<file path="src/design/nnPkg.sv">
`default_nettype none

package nnPkg;

	parameter int NumInputs = 10;
	parameter int NumNodes = 4;
	parameter int NodeLatency = 3; // input, sum, relu registers

	parameter int AddrWidth = 8;
	parameter int CountWidth = 8; // queue occupancy, also the status count field

	typedef logic signed [31:0] word_t;

	typedef struct packed {
		word_t [0:NumInputs-1] feat;
	} featureVec_t;

	typedef struct packed {
		word_t [0:NumNodes-1] act;
	} resultVec_t;

	typedef struct packed {
		word_t [0:NumInputs-1] w;
		word_t bias;
	} nodeWeights_t;

	typedef nodeWeights_t [0:NumNodes-1] layerWeights_t;

	// APB register map
	parameter logic [AddrWidth-1:0] FeatAddr = 8'h00;
	parameter logic [AddrWidth-1:0] CommitAddr = 8'h28;
	parameter logic [AddrWidth-1:0] StatusAddr = 8'h2C;
	parameter logic [AddrWidth-1:0] ResultAddr = 8'h30;
	parameter logic [AddrWidth-1:0] PopAddr = 8'h40;

	// node 3 carries a big negative bias so relu clamps often
	parameter layerWeights_t DefaultWeights = '{
		'{w: '{8171, -37, -3058, 4838, 3271, 5075, -2606, -8192, -95, 4320},
			bias: 633},
		'{w: '{-1203, 2917, 640, -4471, 88, 3306, -7150, 1999, 5210, -316},
			bias: -412},
		'{w: '{4409, -5620, 1377, 250, -2204, 7781, 93, -3340, 6018, 1152},
			bias: 2048},
		'{w: '{-3390, 1046, -812, 2675, -5133, 407, 3890, -1720, 211, -6044},
			bias: -2000000000}
	};

endpackage

`default_nettype wire

</file>
<file path="src/design/apbFeatureWriter.sv">
`timescale 1ns/1ps
`default_nettype none

module apbFeatureWriter (
	input logic clk,
	input logic reset,
	input logic psel,
	input logic penable,
	input logic pwrite,
	input logic [nnPkg::AddrWidth-1:0] paddr,
	input logic [31:0] pwdata,
	output logic [31:0] prdata,
	output logic pready,
	output logic pslverr,
	output logic featPush,
	output nnPkg::featureVec_t featData,
	input logic featFull,
	input nnPkg::resultVec_t resultHead,
	input logic resultEmpty,
	input logic [nnPkg::CountWidth-1:0] resultCount,
	output logic resultPop
);
	import nnPkg::*;

	localparam int FeatIdxW = $clog2(NumInputs);
	localparam int ResIdxW = $clog2(NumNodes);

	featureVec_t featRegs;
	logic access;
	logic [AddrWidth-1:0] featOffset;
	logic [AddrWidth-1:0] resultOffset;
	logic [FeatIdxW-1:0] featIdx;
	logic [ResIdxW-1:0] resultIdx;
	logic featHit;
	logic commitHit;
	logic statusHit;
	logic resultHit;
	logic popHit;
	logic mapped;
	logic emptyErr;
	logic [31:0] statusWord;

	assign access = psel & penable;

	// address decode, offsets keep the range checks one-sided
	assign featOffset = paddr - FeatAddr;
	assign resultOffset = paddr - ResultAddr;
	assign featIdx = featOffset[FeatIdxW+1:2];
	assign resultIdx = resultOffset[ResIdxW+1:2];

	assign featHit = (featOffset < AddrWidth'(4 * NumInputs)) && (featOffset[1:0] == 2'b00);
	assign commitHit = (paddr == CommitAddr) && pwrite;
	assign statusHit = (paddr == StatusAddr) && !pwrite;
	assign resultHit = (resultOffset < AddrWidth'(4 * NumNodes)) && (resultOffset[1:0] == 2'b00)
		&& !pwrite;
	assign popHit = (paddr == PopAddr) && pwrite;

	assign mapped = featHit | commitHit | statusHit | resultHit | popHit;
	assign emptyErr = (resultHit | popHit) & resultEmpty;

	// only a commit into a full feature queue waits
	assign pready = !(access && commitHit && featFull);
	assign pslverr = access && (!mapped || emptyErr);

	assign featPush = access & commitHit & ~featFull;
	assign resultPop = access & popHit & ~resultEmpty;
	assign featData = featRegs;

	assign statusWord = {{(24 - CountWidth){1'b0}}, resultCount, 6'b0, featFull, !resultEmpty};

	always_comb
	begin
		prdata = '0;
		if (!pwrite)
		begin
			if (featHit)
				prdata = featRegs.feat[featIdx];
			else if (statusHit)
				prdata = statusWord;
			else if (resultHit && !resultEmpty)
				prdata = resultHead.act[resultIdx];
		end
	end

	// feature registers survive a commit, so a vector can be resent as is
	always_ff @(posedge clk)
	begin
		if (reset)
			featRegs <= '0;
		else if (access && pwrite && featHit)
			featRegs.feat[featIdx] <= pwdata;
	end

endmodule

`default_nettype wire

</file>
<file path="config.mk">
export PLATFORM = sky130hd
export DESIGN_NAME = apbFeatureWriter
export DESIGN_NICKNAME = d
export VERILOG_FILES = /design/src/design/nnPkg.sv /design/src/design/apbFeatureWriter.sv
export SDC_FILE = /design/constraint.sdc
export NUM_CORES = 1
export LEC_CHECK = 0
export ABC_AREA = 1
export BUFFER_PORTS_ARGS = -buffer_cell sky130_fd_sc_hd__buf_2
export CAP_MARGIN = 20
export CORE_AREA = 2 2 230 232
export DETAILED_ROUTE_END_ITERATION = 12
export DIE_AREA = 0 0 232 234
export PLACE_DENSITY = 0.61
export SETUP_SLACK_MARGIN = 0.2
export SLEW_MARGIN = 20
export SYNTH_ARGS = -nofsm -noshare
export SYNTH_HDL_FRONTEND = slang
export SYNTH_SLANG_ARGS = --single-unit
</file>
<file path="constraint.sdc">
create_clock -name clk -period 3.69 [get_ports clk]
set_input_delay 0.738 -clock clk [delete_from_list [all_inputs] [get_ports clk]]
set_output_delay 0.738 -clock clk [all_outputs]
set_load 0.05 [all_outputs]
</file>
==> impl_results.md <==
* Die X-Extent at 232 um
* Most common flop cell mapped by yosys: sky130_fd_sc_hd__dfxtp_1
* Router iterations before antenna repair at 7
* Summed area of non-filler cells in the final layout at ~0.022 mm^2
* Number of buffers inserted to repair setup after CTS at 0
* Hold_sp: featData[278]
* Async set-reset flop share out of synthesis at 0
* Setup clock skew after layout at 0 ns
* Clock slew at reported path FFs at approximately 0.06 ns
* EDFF count, synth at 0
* Synthesized Nets at 3415
* Run status: finished, final reports clean
* Overall die area at 0.0543 mm^2
* Routability congestion estimate at ~0.96
* Post-synthesis share of cell area spent on full adders, half adders and majority gates at 0
* Fraction of the yosys area taken by sequential cells at 0.358
* Final Hold Slack at about 0.53 ns
* Post-synth design cell area at 0.0179 mm^2
* CP Class: in -> out
* Number of cells on the worst reg-to-reg path at 4
* Complex-gate fraction of the synthesized area at 0.0151
* Simple logic cell fraction of the synthesized area at 0.497
* DRC violations left at 0
* TritonCTS clock tree: done
* Average wire per standard cell at 19.0 um
* Boundary Pins at 539
* Final-report setup violation count at 0
* Worst setup slack for register-to-register paths at 2.87 ns
* H-Tree Level Count at 2
* Critical Path End Type: output port
* Endpoint of the worst hold-timing path: featData[278]
* Worst reg2reg path startpoint: featData[16]
* Starting density of the core at 0.344
* Xor/xnor cell area share of the yosys netlist at 0
* Delay-heaviest family, CP: buffers and inverters
* Worst rel slew slack at 0.475
* Total via count in the routed design at between 20000 and 25000
* Largest family of logic cells by synthesized area: simple AND/OR/NAND/NOR gates
* Clock insertion delay at the later pin of the skew report at 0.54 ns
* Number of endpoints with negative hold slack in the final report at 0
* Number of sinks driven by the clock tree at 320
* Via count of the first global-routing pass at 17900
* Fraction of synthesized area in multiplexers at 0
* Post-DRT Antenna Nets at 0
* Maximum resistive drop on vdd at 0.000252 V
* Overall routing resource usage at 0.295
* Synth top area cells: sky130_fd_sc_hd__dfxtp_1, sky130_fd_sc_hd__nand2_1, sky130_fd_sc_hd__nor2_1
* Detail-routed via count per cell at 4.70
* Number of violations reported at the end of detailed-routing iteration 0 at 2192
* Number of unique standard cell types used by synthesis at 23
* Post-synth top area share at 0.358
* Required time of the critical path at 2.95 ns
* Nets at between 3000 and 4000
* Synthesized netlist cell count at approximately 3200
* Number of slew-limit violations in the final report at 0
* Most used standard cell by instance count after synthesis: sky130_fd_sc_hd__nand2_1
* Critical-path cell with the highest stage delay: sky130_fd_sc_hd__buf_4
* Global route overflow at 0
* Buffer levels on the longest clock path at 3
* Crit path DAT at 2.64 ns
* Cell type with the highest aggregate area in the netlist: sky130_fd_sc_hd__dfxtp_1
* FILL cells at 5677
* Part of the cycle the worst path needs at 0.916
* List of most frequent post-synthesis cells: sky130_fd_sc_hd__nand2_1, sky130_fd_sc_hd__nor2_1, sky130_fd_sc_hd__inv_1
* Warnings from Yosys at 0
* Inserted Clock Buffers at 38
* Fraction of final layout cells sized beyond drive strength 1 at 0.183
* Reg2Reg Capture Point: featData[16]
* Worst-path fanout max at 13
* Sequence of cells on the critical path: buf_2 > clkinv_2 > nand2_1 > buf_4 > nor2_1 > nor2_1 > nand3_1 > nand3_1 > nand2_1 > nor2_1 > buf_2
* P per Cell Area at ~350 mW/mm^2
* Core Region at 0.0520 mm^2
* Final core area utilization at 0.432
* Detailed placer's ending HPWL at 62.7 mm
* Global-route wire length before repair at 119 mm
* Post-layout min period at 3.38 ns
* Hold Path Class: reg -> reg
* Hold Path Cell Cnt at 4
* Static leakage at 13.7 nW
* Vertical die dimension at roughly 230 um
* Max reg flops at between 300 and 400
* Biggest cell delay along the critical path at 0.28 ns
* Count of standard-cell rows at 84
* Root Buffer Master: sky130_fd_sc_hd__clkbuf_16
* Initial antenna violation count at 7
* Area Growth Syn to Fin at 25.6%
* Pre-CTS setup slack at 0.330 ns
* Post-cts resize count at 0
* Number of hold-repair buffers added at the cts stage at 0
* Post-synthesis area per instance at 5.54 um^2
* Largest net degree at the start of global routing at between 100 and 150
* Most numerous cell on the critical path: sky130_fd_sc_hd__nor2_1
* FF+latch count, synth at 320
* Fmax at ~0.30 GHz
* Number of stages on the worst setup path at 11
* Total routed wirelength at about 83 mm
* Area after detailed placement at 0.0213 mm^2
* Post-layout worst setup margin at slightly above 0.3 ns
* Startpoint type of the worst setup path: input pin
* Slew at the pin with the worst max-slew slack at approximately 0.8 ns
* Final-layout setup total negative slack at 0 ns
* Number of buffer and inverter instances along the worst setup path at 4
* Count of input and output buffers at about 540
* Unrepaired setup endpoints after global routing: false
* Max-capacitance violation count at 0
-- cells in the final DEF, fill, tap and decap left out, types with 5 or more instances in the layout --
| cell | count |
|---|---|
| sky130_fd_sc_hd__nor2_4 | 5 |
| sky130_fd_sc_hd__inv_2 | 6 |
| sky130_fd_sc_hd__a21oi_1 | 22 |
| sky130_fd_sc_hd__nor2_1 | 936 |
| sky130_fd_sc_hd__buf_2 | 533 |
| sky130_fd_sc_hd__buf_4 | 39 |
| sky130_fd_sc_hd__inv_1 | 373 |
| sky130_fd_sc_hd__nor3_1 | 5 |
| sky130_fd_sc_hd__clkbuf_16 | 41 |
| sky130_fd_sc_hd__nand3_1 | 100 |
| sky130_fd_sc_hd__clkbuf_8 | 8 |
| sky130_fd_sc_hd__o21ai_0 | 32 |
| sky130_fd_sc_hd__nand3_4 | 9 |
| sky130_fd_sc_hd__buf_12 | 20 |
| sky130_fd_sc_hd__dfxtp_1 | 320 |
| sky130_fd_sc_hd__clkbuf_1 | 11 |
| sky130_fd_sc_hd__nand2_1 | 1187 |
| sky130_fd_sc_hd__nand4_1 | 24 |
-- cell families (layout without fill, tap and decap cells) --
kind of cell | count (synthesis) | after routing
buffers and inverters | 584 | 1038
DFF | 320 | 320
other | 0 | 3
AOI/OAI and AO/OA | 54 | 54
and+or+nand+nor | 2274 | 2274
-- final cells by class --
class                   count  area [um^2]  share of cell area
multi-input cells        2328         9190               0.409
flip-flops and latches    320         6410               0.285
repair buffers            594         3380               0.150
inverters                 382         1450              0.0643
clock buffers              60         1180              0.0524
well taps                 688          861              0.0383
clock inverters             2         12.5            0.000557
diodes                      3         7.51            0.000334
-- worst min-delay path, stage by stage (launching register included) --
cell                      delay, ns
sky130_fd_sc_hd__dfxtp_1       0.32
sky130_fd_sc_hd__inv_1         0.05
sky130_fd_sc_hd__nand2_1       0.04
sky130_fd_sc_hd__nand2_1       0.05
sky130_fd_sc_hd__nor2_1        0.03
-- routing by layer --
layer  GRT usage  part of all wire
met1       0.405              0.44
met2       0.441              0.42
met3      0.0767              0.10
met4       0.112             0.040
met5           0                 0
-- where the power goes --
part | internal, mW | switching [mW]
Combinational | 0.224 | 0.564
Clock | 2.17 | 1.55
Sequential | 3.46 | 0.00140
-- worst max-delay path by stage --
stage / start / to
floorplan: paddr[3] / featPush
global placement: paddr[2] / prdata[17]
detailed placement: paddr[2] / prdata[20]
CTS: paddr[2] / prdata[20]
global route: paddr[2] / prdata[14]
finish: paddr[2] / prdata[20]
-- stage by stage --
step | power [mW] | cells
after floorplan | 3.95 | 3232
after global placement | 4.31 | 4312
after detailed placement | 4.31 | 4312
after CTS | 8.01 | 4374
after global routing | 8.22 | 4377
final | 7.96 | 4377
Note: power is estimated with default switching activity, not from simulation.
