`config.mk`:
```
export PLATFORM = sky130hd
export DESIGN_NAME = vectorQueue
export DESIGN_NICKNAME = d
export VERILOG_FILES = /design/src/design/nnPkg.sv /design/src/design/vectorQueue.sv
export SDC_FILE = /design/constraint.sdc
export NUM_CORES = 1
export LEC_CHECK = 0
export BUFFER_PORTS_ARGS = -buffer_cell sky130_fd_sc_hd__buf_2
export CAP_MARGIN = 25
export CORE_UTILIZATION = 50
export CTS_BUF_LIST = sky130_fd_sc_hd__clkbuf_4 sky130_fd_sc_hd__clkbuf_8
export CTS_CLUSTER_DIAMETER = 120
export DETAILED_ROUTE_END_ITERATION = 10
export GPL_ROUTABILITY_DRIVEN = 0
export PLACE_DENSITY = 0.81
export REMOVE_ABC_BUFFERS = 1
export SYNTH_ARGS = -nofsm -noshare
export SYNTH_HDL_FRONTEND = slang
export SYNTH_SLANG_ARGS = --single-unit
```
`constraint.sdc`:
```
create_clock -name clk -period 3.24 [get_ports clk]
set_input_delay 0.162 -clock clk [delete_from_list [all_inputs] [get_ports clk]]
set_output_delay 0.162 -clock clk [all_outputs]
set_load 0.005 [all_outputs]
```
`src/design/nnPkg.sv`:
```
`default_nettype none

package nnPkg;

	parameter int NumInputs = 10;
	parameter int NumNodes = 4;
	parameter int NodeLatency = 3; // input, sum, relu registers

	parameter int AddrWidth = 8;
	parameter int CountWidth = 8; // queue occupancy, also the status count field

	typedef logic signed [31:0] word_t;

	typedef struct packed {
		word_t [0:NumInputs-1] feat;
	} featureVec_t;

	typedef struct packed {
		word_t [0:NumNodes-1] act;
	} resultVec_t;

	typedef struct packed {
		word_t [0:NumInputs-1] w;
		word_t bias;
	} nodeWeights_t;

	typedef nodeWeights_t [0:NumNodes-1] layerWeights_t;

	// APB register map
	parameter logic [AddrWidth-1:0] FeatAddr = 8'h00;
	parameter logic [AddrWidth-1:0] CommitAddr = 8'h28;
	parameter logic [AddrWidth-1:0] StatusAddr = 8'h2C;
	parameter logic [AddrWidth-1:0] ResultAddr = 8'h30;
	parameter logic [AddrWidth-1:0] PopAddr = 8'h40;

	// node 3 carries a big negative bias so relu clamps often
	parameter layerWeights_t DefaultWeights = '{
		'{w: '{8171, -37, -3058, 4838, 3271, 5075, -2606, -8192, -95, 4320},
			bias: 633},
		'{w: '{-1203, 2917, 640, -4471, 88, 3306, -7150, 1999, 5210, -316},
			bias: -412},
		'{w: '{4409, -5620, 1377, 250, -2204, 7781, 93, -3340, 6018, 1152},
			bias: 2048},
		'{w: '{-3390, 1046, -812, 2675, -5133, 407, 3890, -1720, 211, -6044},
			bias: -2000000000}
	};

endpackage

`default_nettype wire

```
`src/design/vectorQueue.sv`:
```
`timescale 1ns/1ps
`default_nettype none

module vectorQueue #(
	parameter type payload_t = logic [31:0],
	parameter int Depth = 4
) (
	input logic clk,
	input logic reset,
	input logic push,
	input payload_t pushData,
	output logic full,
	input logic pop,
	output payload_t head,
	output logic empty,
	output logic [nnPkg::CountWidth-1:0] count
);
	import nnPkg::*;

	localparam int PtrW = (Depth > 1) ? $clog2(Depth) : 1;

	payload_t mem [Depth];
	logic [PtrW-1:0] wrPtr;
	logic [PtrW-1:0] rdPtr;

	// wrap at Depth, which need not be a power of two
	function automatic logic [PtrW-1:0] nextPtr(input logic [PtrW-1:0] ptr);
		if (ptr == PtrW'(Depth - 1))
			return '0;
		return ptr + 1'b1;
	endfunction

	assign full = (count == CountWidth'(Depth));
	assign empty = (count == '0);
	assign head = mem[rdPtr]; // first-word fall-through

	always_ff @(posedge clk)
	begin
		if (push)
			mem[wrPtr] <= pushData;
	end

	always_ff @(posedge clk)
	begin
		if (reset)
		begin
			wrPtr <= '0;
			rdPtr <= '0;
			count <= '0;
		end
		else
		begin
			if (push)
				wrPtr <= nextPtr(wrPtr);
			if (pop)
				rdPtr <= nextPtr(rdPtr);
			case ({push, pop})
				2'b10: count <= count + 1'b1;
				2'b01: count <= count - 1'b1;
				default: count <= count; // both or neither
			endcase
		end
	end

endmodule

`default_nettype wire

```
==> flow_summary.toml, run 1 <==
[status]
status = "completed"

[place]
postPlaceCellArea_um2 = 6180
portBuffers = 77
hpwl_um = 5790
post-place-ws_ps = 885
dpl.cell_count = 500

[synthesis]
ys_types = 49
synth_edf_count = 128
synth_area_leaders = "edfxtp_1, mux4_2, dfxtp_1"
netlist_instances = 298
ys_ff_latch = 142
avgSynthCellArea_um2 = 19.1
synth_most_common_cell = "edfxtp_1"
synthFlopType = "edfxtp_1"
synth_seq_area_share_pct = 72.3
synth_area_um2 = 5700
yosysWarnings = 0
async_reset_ff_share_pct = 0
synth.top_cell.area_share_pct = 67.4
synth_common_cells = "edfxtp_1, mux4_2, dfxtp_1, nor2_1"
synth_top_area_cell = "edfxtp_1"

[power_and_ir_drop]
power.leakage_nw = 2.43
p_per_area_nw_per_um2 = 563
p_total_mw = 3.87
ir_worst_vdd_mv = 0.272

[worst_setup_path]
crit_fanout = 14
critPathCaptureType = "register"
timing.critical_path.from_type = "register"
critical_path_class = "reg2reg"
crit_slowest_cell = "dfxtp_1"
crit_path_cell_trace = "xor2_1 -> ha_1 -> or3_2 -> a21oi_1 -> o21ai_0 -> a21oi_1 -> mux2_2"
arrival_ps = 2650
cp.required_ps = 3560
slowest_delay_ps = 590
crit_top_cell = "a21oi_1"

[global_route]
antenna_found_initial = 0
gr-total-overflow = 0
grt_usage_pct = 18.1
grt_pass1_wl_um = 15400
grt_pass1_vias = 3009
grt_max_degree = 33

[clock_tree]
h-tree-depth = 4
clk_latency_ps = 430
ctsResizeCount = 0
cts.clk_slew.worst_paths_ps = 70
post-cts-setup-buffer-count = 0
clock-root-buffer = "clkbuf_8"
holdBufCountCts = 32
cts_tree = "yes"
cts-buffers-inserted = 17
clock-sinks = 142
clk_path_buf_depth = 2

[route]
drtPass1Iterations = 4
vias = 3037
ant_nets = 0
wirelength_um = 9870
initialDrtViolationCount = 119
vias_per_cell = 5.40
drc_errors = 0
wire_per_inst_um = 17.6

[timing]
finalHoldViolations = 0
skew_ps = 4.89
setup_viol = 0
worst_pin_slew_ps = 905
fin_ws_ps = 916
rsz0062_at_grt = "false"
slew-limit-headroom_pct = 39.6
fmax_mhz = 430
layout_min_cycle_time_ps = 2320
slew_viol_final = 0
fin_setup_tns_ps = 0
finalCritPeriodShare_pct = 71.7

[die]
die_y_um = 109
fp-row-count = 38
dieArea_um2 = 11800
core_um2 = 11000
io_pins = 78
start_util_pct = 51.9
fp.dieW_um = 109

[cells_and_area]
stdcell_count = 562
drive_gt1_share_pct = 36.3
fillCellCount = 768
stdcell_area_um2 = 6870
regArea_um2 = 4130
antenna_cells = 0
fin_nets = 455
syn_to_final_growth_pct = 20.4
multiInputGateArea_um2 = 1460

[run]
cap_violations = 0

[min_path]
hold_path.class = "in2reg"
## stage by stage
step	util [%]	hold WS, ps
2_1_floorplan	-	231
3_3_place_gp	56.3	373
3_5_place_dp	56.3	379
4_1_cts	62.5	35.0
5_1_grt	62.5	42.6
6_report	62.5	50.8
## registers in the layout, summed over array words and instances (netlist names), named ones only
signal	cells
count	8
rdPtr	2
wrPtr	2
mem	128
## path summary, 6_finish.rpt
path         depth (start not counted)                    end                   from  slack, ps
max                                  7  count[4]$_SDFFE_PP0P_  count[1]$_SDFFE_PP0P_        920
min                                  3  wrPtr[1]$_SDFFE_PP0P_                   push         50
max reg2reg                          7  count[4]$_SDFFE_PP0P_  count[1]$_SDFFE_PP0P_        920
min reg2reg                          2               register  rdPtr[0]$_SDFFE_PP0P_        550
## report_power, final
part           internal (mW)  switching [mW]  leakage [nW]  total (mW)
clock network          0.710           0.595         0.187        1.30
logic                  0.222           0.192         0.952       0.413
registers               2.08          0.0643          1.29        2.15
total                   3.01           0.851          2.43        3.87
## layout by cell type (no fill, tap or decap), types with 2 or more instances in the layout
cell type	netlist	routed
xor2_1	4	4
clkinv_2	0	3
clkinvlp_4	0	2
nor2_1	13	13
nand3_1	3	3
clkbuf_8	0	17
dfxtp_1	14	12
a31oi_1	3	3
mux2i_1	4	4
clkbuf_4	0	5
ha_1	8	8
nand2_1	6	6
o21ai_0	7	7
nand4b_1	2	2
a21oi_1	8	8
buf_4	0	2
and2_2	0	4
or4_1	2	2
inv_1	5	5
edfxtp_1	128	128
buf_2	4	77
nand2b_1	2	2
mux4_2	32	32
nor3b_1	2	2
or3_1	2	2
nor2b_1	2	2
bufinv_16	0	2
nor3_1	5	5
dfxtp_2	0	2
a211o_1	2	2
dlygate4sd3_1	0	32
## critical path, delay by kind of cell, from the launching register on
family                     cells  cell delay (ps)
AOI/OAI and AO/OA              3              540
xor gates and xnor gates       1              130
adders and majority gates      1              220
DFF                            1              590
muxes                          1              340
and+or+nand+nor                1              410
## routing by layer
metal / wire (um) / part of all wire [%] / up-vias / global-route usage (%)
li1: - / - / 1435 / -
met1: 4160 / 42 / 1486 / 22.8
met2: 4920 / 50 / 100 / 28.9
met3: 618 / 6.3 / 16 / 5.68
met4: 176 / 1.8 / 0 / 7.72
met5: 0 / 0 / - / 0
## cell type report
type,count,share of cell area (%)
Inverter,5,0.273
Sequential cell,142,60.1
Tap cell,140,2.55
Clock inverter,8,1.37
Timing Repair Buffer,111,10.5
Clock buffer,22,3.95
Multi-Input combinational cell,134,21.3
## logic make-up after synthesis
logic type | after synthesis | share of synthesized area, %
and+or+nand+nor | 51 | 5.24
muxes | 38 | 13.7
AOI/OAI and AO/OA | 32 | 3.99
buffers and inverters | 22 | 2.19
DFF | 142 | 72.3
xor gates and xnor gates | 5 | 0.768
adders and majority gates | 8 | 1.76
(Power assumes the default switching activity.)
==> run 2, diff against run 1 <==
clock period = 2.17 ns   (was 3.24 ns; I/O delays follow)
==> flow_summary.toml, run 2 (synthesis results as in run 1) <==
[cells_and_area]
reg.largest.list = "mem x128, count x8"
antenna_cells = 0
stdcell_area_um2 = 7090
top_register = "mem"
fin_nets = 468
drive_gt1_share_pct = 39.4
syn_to_final_growth_pct = 24.3
largest_register_ffs = 128
final_cell_mix = "edfxtp_1, buf_2, mux4_2, dlygate4sd3_1, clkbuf_8"
layout_commonest_cell = "edfxtp_1"

[timing]
setup_viol = 0
slew-limit-headroom_pct = 40.1
hold_slack_ps = 50.3
fmax_mhz = 484
finalHoldViolations = 0
fin_ws_ps = 103
finalCritPeriodShare_pct = 95.2
layout_min_cycle_time_ps = 2070
rsz0062_at_grt = "false"
slew_viol_final = 0
worst_pin_slew_ps = 898
skew_ps = 8.69

[min_path]
hold_path.class = "in2reg"

[place]
portBuffers = 77
postPlaceCellArea_um2 = 6330
post-place-ws_ps = -51.5
hpwl_um = 6230

[global_route]
grtUsageMet1_pct = 23.7
grt_usage_pct = 19.1
grt_pass1_wl_um = 16200
use_met2_pct = 31.8
grt_max_degree = 33
grt_use_met3_pct = 4.96
grt_pass1_vias = 3262
grt-busiest-layer = "met2"
gr-total-overflow = 0
antenna_found_initial = 0

[worst_setup_path]
critPathCaptureType = "output pin"
crit_family = "simple AND/OR/NAND/NOR gates"
arrival_ps = 1960
slowest_delay_ps = 430
critPathBufInv = 1
r2r_end = "count[4]$_SDFFE_PP0P_"
cp.required_ps = 2060
setup.worst_path.start = "count[3]$_SDFFE_PP0P_"
setup.worst_path.end = "full"
r2r_slack_ps = 150
worstRegToRegCells = 7
crit_slowest_cell = "or4_4"
worstReg2RegStart = "count[1]$_SDFFE_PP0P_"
timing.critical_path.from_type = "register"
critical_path_class = "reg2out"
crit_fanout = 12
cp_num_cells = 4
crit_path_cell_trace = "or3_4 -> or4_4 -> nor3b_2 -> buf_2"

[route]
wire_per_inst_um = 17.7
ant_nets = 0
drtPass1Iterations = 4
drc_errors = 0
wirelength_um = 10200
vias_per_cell = 5.47
initialDrtViolationCount = 190
vias = 3154

[clock_tree]
clock-root-buffer = "clkbuf_8"
h-tree-depth = 4
post-cts-setup-buffer-count = 0
clk_latency_ps = 430
clk_path_buf_depth = 2
clock-sinks = 142
cts_tree = "yes"
cts-buffers-inserted = 17
cts.clk_slew.worst_paths_ps = 80

[power_and_ir_drop]
p_per_area_nw_per_um2 = 859
p_int_mw = 4.76
switchingPower_mw = 1.33
ir_worst_vdd_mv = 0.411
pwr-share-comb_pct = 11.4
p_clk_share_pct = 36.4
p_total_mw = 6.09
seqPwrFrac_pct = 52.2
power.leakage_nw = 2.53
p_sw_share_pct = 21.9

[die]
core_um2 = 11000
start_util_pct = 51.9
fp.dieW_um = 109
fp-row-count = 38
io_pins = 78
dieArea_um2 = 11800
die_y_um = 109

[run]
cap_violations = 0

[status]
status = "completed"
-- run 2: cell types whose count changed in the layout (fill, tap and decap cells not counted), sizes merged --
cell,delta
clkinv,+1
clkinvlp,+1
clkbuf,-2
bufinv,+2
buf,+13
-- run 2: what timing repair did --
action | in CTS | in global routing
hold buffers | 32 | 0
cloned | 0 | 0
setup endpoints to repair | 2 | 3
endpoints found under the hold margin | 128 | 0
resized for setup | 3 | 3
pin swaps | 0 | 1
-- run 2: worst min path at each step --
stage,startpoint,end,cells after the start
after floorplan,reset,count[2]$_SDFFE_PP0P_,1
after global placement,pushData[9],mem[0][9]$_DFFE_PP_,1
after detailed placement,pushData[9],mem[2][9]$_DFFE_PP_,1
after CTS,reset,wrPtr[0]$_SDFFE_PP0P_,2
after global routing,reset,count[3]$_SDFFE_PP0P_,2
final,reset,count[0]$_SDFFE_PP0P_,2
-- run 2: power by group through the flow --
stage / sequential [mW] / combinational [mW] / clock, mW
5_1_grt: 3.20 / 0.767 / 2.37
3_5_place_dp: 3.24 / 0.640 / 0
2_1_floorplan: 3.26 / 0.331 / 0
4_1_cts: 3.18 / 0.689 / 2.25
3_3_place_gp: 3.23 / 0.625 / 0
6_report: 3.18 / 0.693 / 2.22
-- run 2: area by class of cell --
type / instances / area (um^2)
sequential: 142 / 4130
fill: 742 / 3890
multi-input combinational: 134 / 1470
timing repair buffer: 124 / 868
clock buffer: 20 / 256
tap: 140 / 175
clock inverter: 12 / 169
inverter: 5 / 18.8
-- run 2: metal layers --
layer  routed length, um  vias to the layer above
met5                   0                        -
met4                 162                        0
li1                    -                     1463
met1                4510                     1578
met3                 474                       16
met2                5080                       97
-- run 2: per-stage QoR --
| step | util, % | setup TNS [ps] | std cells |
|---|---|---|---|
| 4_1_cts | 64.4 | 0 | 577 |
| 3_5_place_dp | 57.6 | -51.5 | 513 |
| 6_report | 64.6 | 0 | 577 |
| 2_1_floorplan | - | -1690 | 281 |
| 3_3_place_gp | 57.6 | 0 | 513 |
| 5_1_grt | 64.6 | 0 | 577 |
==> run 3, diff against run 2 <==
MAX_ROUTING_LAYER = met4   (was default)
PLACE_DENSITY = 0.84   (was 0.81)
clock period = 1.84 ns   (was 2.17 ns; I/O delays follow)
==> flow_summary.toml, run 3 (synthesis results as in run 1) <==
[global_route]
antenna_found_initial = 0
grt_pass1_wl_um = 17000
grt_pass1_vias = 3335
gr-total-overflow = 0
grt_max_degree = 33
grt_usage_pct = 20.7

[route]
wirelength_um = 11400
vias_per_cell = 5.49
initialDrtViolationCount = 183
vias = 3260
drtPass1Iterations = 5
ant_nets = 0
drc_errors = 0
wire_per_inst_um = 19.2

[min_path]
min_to = "wrPtr[0]$_SDFFE_PP0P_"
hold_path.class = "in2reg"
min-delay-start = "reset"
hold_path_depth = 2

[run]
cap_violations = 0

[power_and_ir_drop]
p_total_mw = 7.35
ir_worst_vdd_mv = 0.705
p_per_area_nw_per_um2 = 993
power.leakage_nw = 2.68

[timing]
fin_setup_tns_ps = -995
slew-limit-headroom_pct = 42.0
layout_min_cycle_time_ps = 2060
slew_viol_final = 0
worst_pin_slew_ps = 870
fin_ws_ps = -223
hold_slack_ps = 25.0
fmax_mhz = 485
skew_ps = 6.74
finalCritPeriodShare_pct = 112
setup_viol = 17
finalHoldViolations = 0
rsz0062_at_grt = "true"

[status]
violations = "setup timing"
status = "finished, violations left"

[worst_setup_path]
worstRegToRegCells = 8
r2r_end = "count[6]$_SDFFE_PP0P_"
critPathCaptureType = "register"
cp.required_ps = 2160
critical_path_class = "reg2reg"
worstReg2RegStart = "count[3]$_SDFFE_PP0P_"
timing.critical_path.from_type = "register"
crit_fanout = 5
arrival_ps = 2390
r2r_slack_ps = -220

[die]
fp-row-count = 38
io_pins = 78
dieArea_um2 = 11800
die_y_um = 109
fp.dieW_um = 109
start_util_pct = 51.9
core_um2 = 11000

[cells_and_area]
top_register = "mem"
post-route-util_pct = 67.4
syn_to_final_growth_pct = 29.8
layout_commonest_cell = "edfxtp_1"
fin_nets = 485
drive_gt1_share_pct = 44.3
largest_register_ffs = 128
antenna_cells = 0
final_cell_mix = "edfxtp_1, buf_2, mux4_2, dlygate4sd3_1, buf_4"
fillCellCount = 693
reg.largest.list = "mem x128, count x8"
stdcell_area_um2 = 7400

[clock_tree]
cts_tree = "yes"
cts.clk_slew.worst_paths_ps = 80
clock-sinks = 142
cts-buffers-inserted = 17
clk_path_buf_depth = 2
h-tree-depth = 4
clock-root-buffer = "clkbuf_8"
clk_latency_ps = 430

[place]
hpwl_um = 6340
postPlaceCellArea_um2 = 6360
portBuffers = 77
run 3: cell count changes in the layout (fill, tap and decap cells not counted), moves of 2 or more:
cell	delta
clkinv_1	-2
clkbuf_16	+3
dfxtp_1	-2
clkinv_4	+2
a21oi_4	+2
or3_4	+2
inv_6	+5
buf_2	-5
clkbuf_4	-3
buf_6	+9
buf_4	+9
run 3: worst max-delay path by stage:
stage                                      from                     to  slack [ps]  cells after the start
after global routing      count[1]$_SDFFE_PP0P_  count[6]$_SDFFE_PP0P_        -290                      8
after detailed placement                   push  count[4]$_SDFFE_PP0P_        -350                     10
final                     count[3]$_SDFFE_PP0P_  count[6]$_SDFFE_PP0P_        -220                      8
after floorplan                            push  count[4]$_SDFFE_PP0P_        -520                      9
after global placement                     push  count[4]$_SDFFE_PP0P_        -310                     10
after CTS                 count[3]$_SDFFE_PP0P_                   full        -220                      5
run 3: metal layers:
metal,up-vias,share of wire (%),global-route usage [%]
li1,1501,-,-
met1,1632,39,23.2
met2,111,53,35.5
met3,16,6.0,5.38
met4,0,1.2,7.72
met5,-,0,-
run 3: what timing repair did:
item,4_1_cts,5_1_grt
setup buffers,2,5
endpoints found under the setup margin,5,28
hold buffers,32,0
endpoints found under the hold margin,128,0
gates cloned,1,3
gates resized for setup,20,17
pin swaps,7,8
run 3: area by class of cell:
| class | count | area [um^2] | share of cell area, % |
|---|---|---|---|
| Sequential cell | 142 | 4140 | 55.9 |
| Clock buffer | 17 | 234 | 3.16 |
| Multi-Input combinational cell | 134 | 1540 | 20.8 |
| Tap cell | 140 | 175 | 2.37 |
| Clock inverter | 15 | 185 | 2.50 |
| Inverter | 5 | 18.8 | 0.253 |
| Timing Repair Buffer | 141 | 1110 | 15.1 |
run 3: per-stage QoR:
step	cells	setup WS (ps)
floorplan	281	-523
global placement	519	-305
CTS	586	-218
detailed placement	519	-351
finish	594	-223
global route	594	-291
run 3: power by group:
part	internal, mW	switching, mW	total, mW
clock	1.36	1.21	2.57
combinational	0.565	0.462	1.03
sequential	3.67	0.0829	3.75
total	5.59	1.76	7.35
run 3: worst max-delay path, stage by stage, from the launching register on:
cell and delay (ps):
dfxtp_4 350, buf_4 130, buf_6 120, or2b_1 220, a21oi_4 90, buf_6 140
or4_4 470, and4_1 200, a211o_1 230
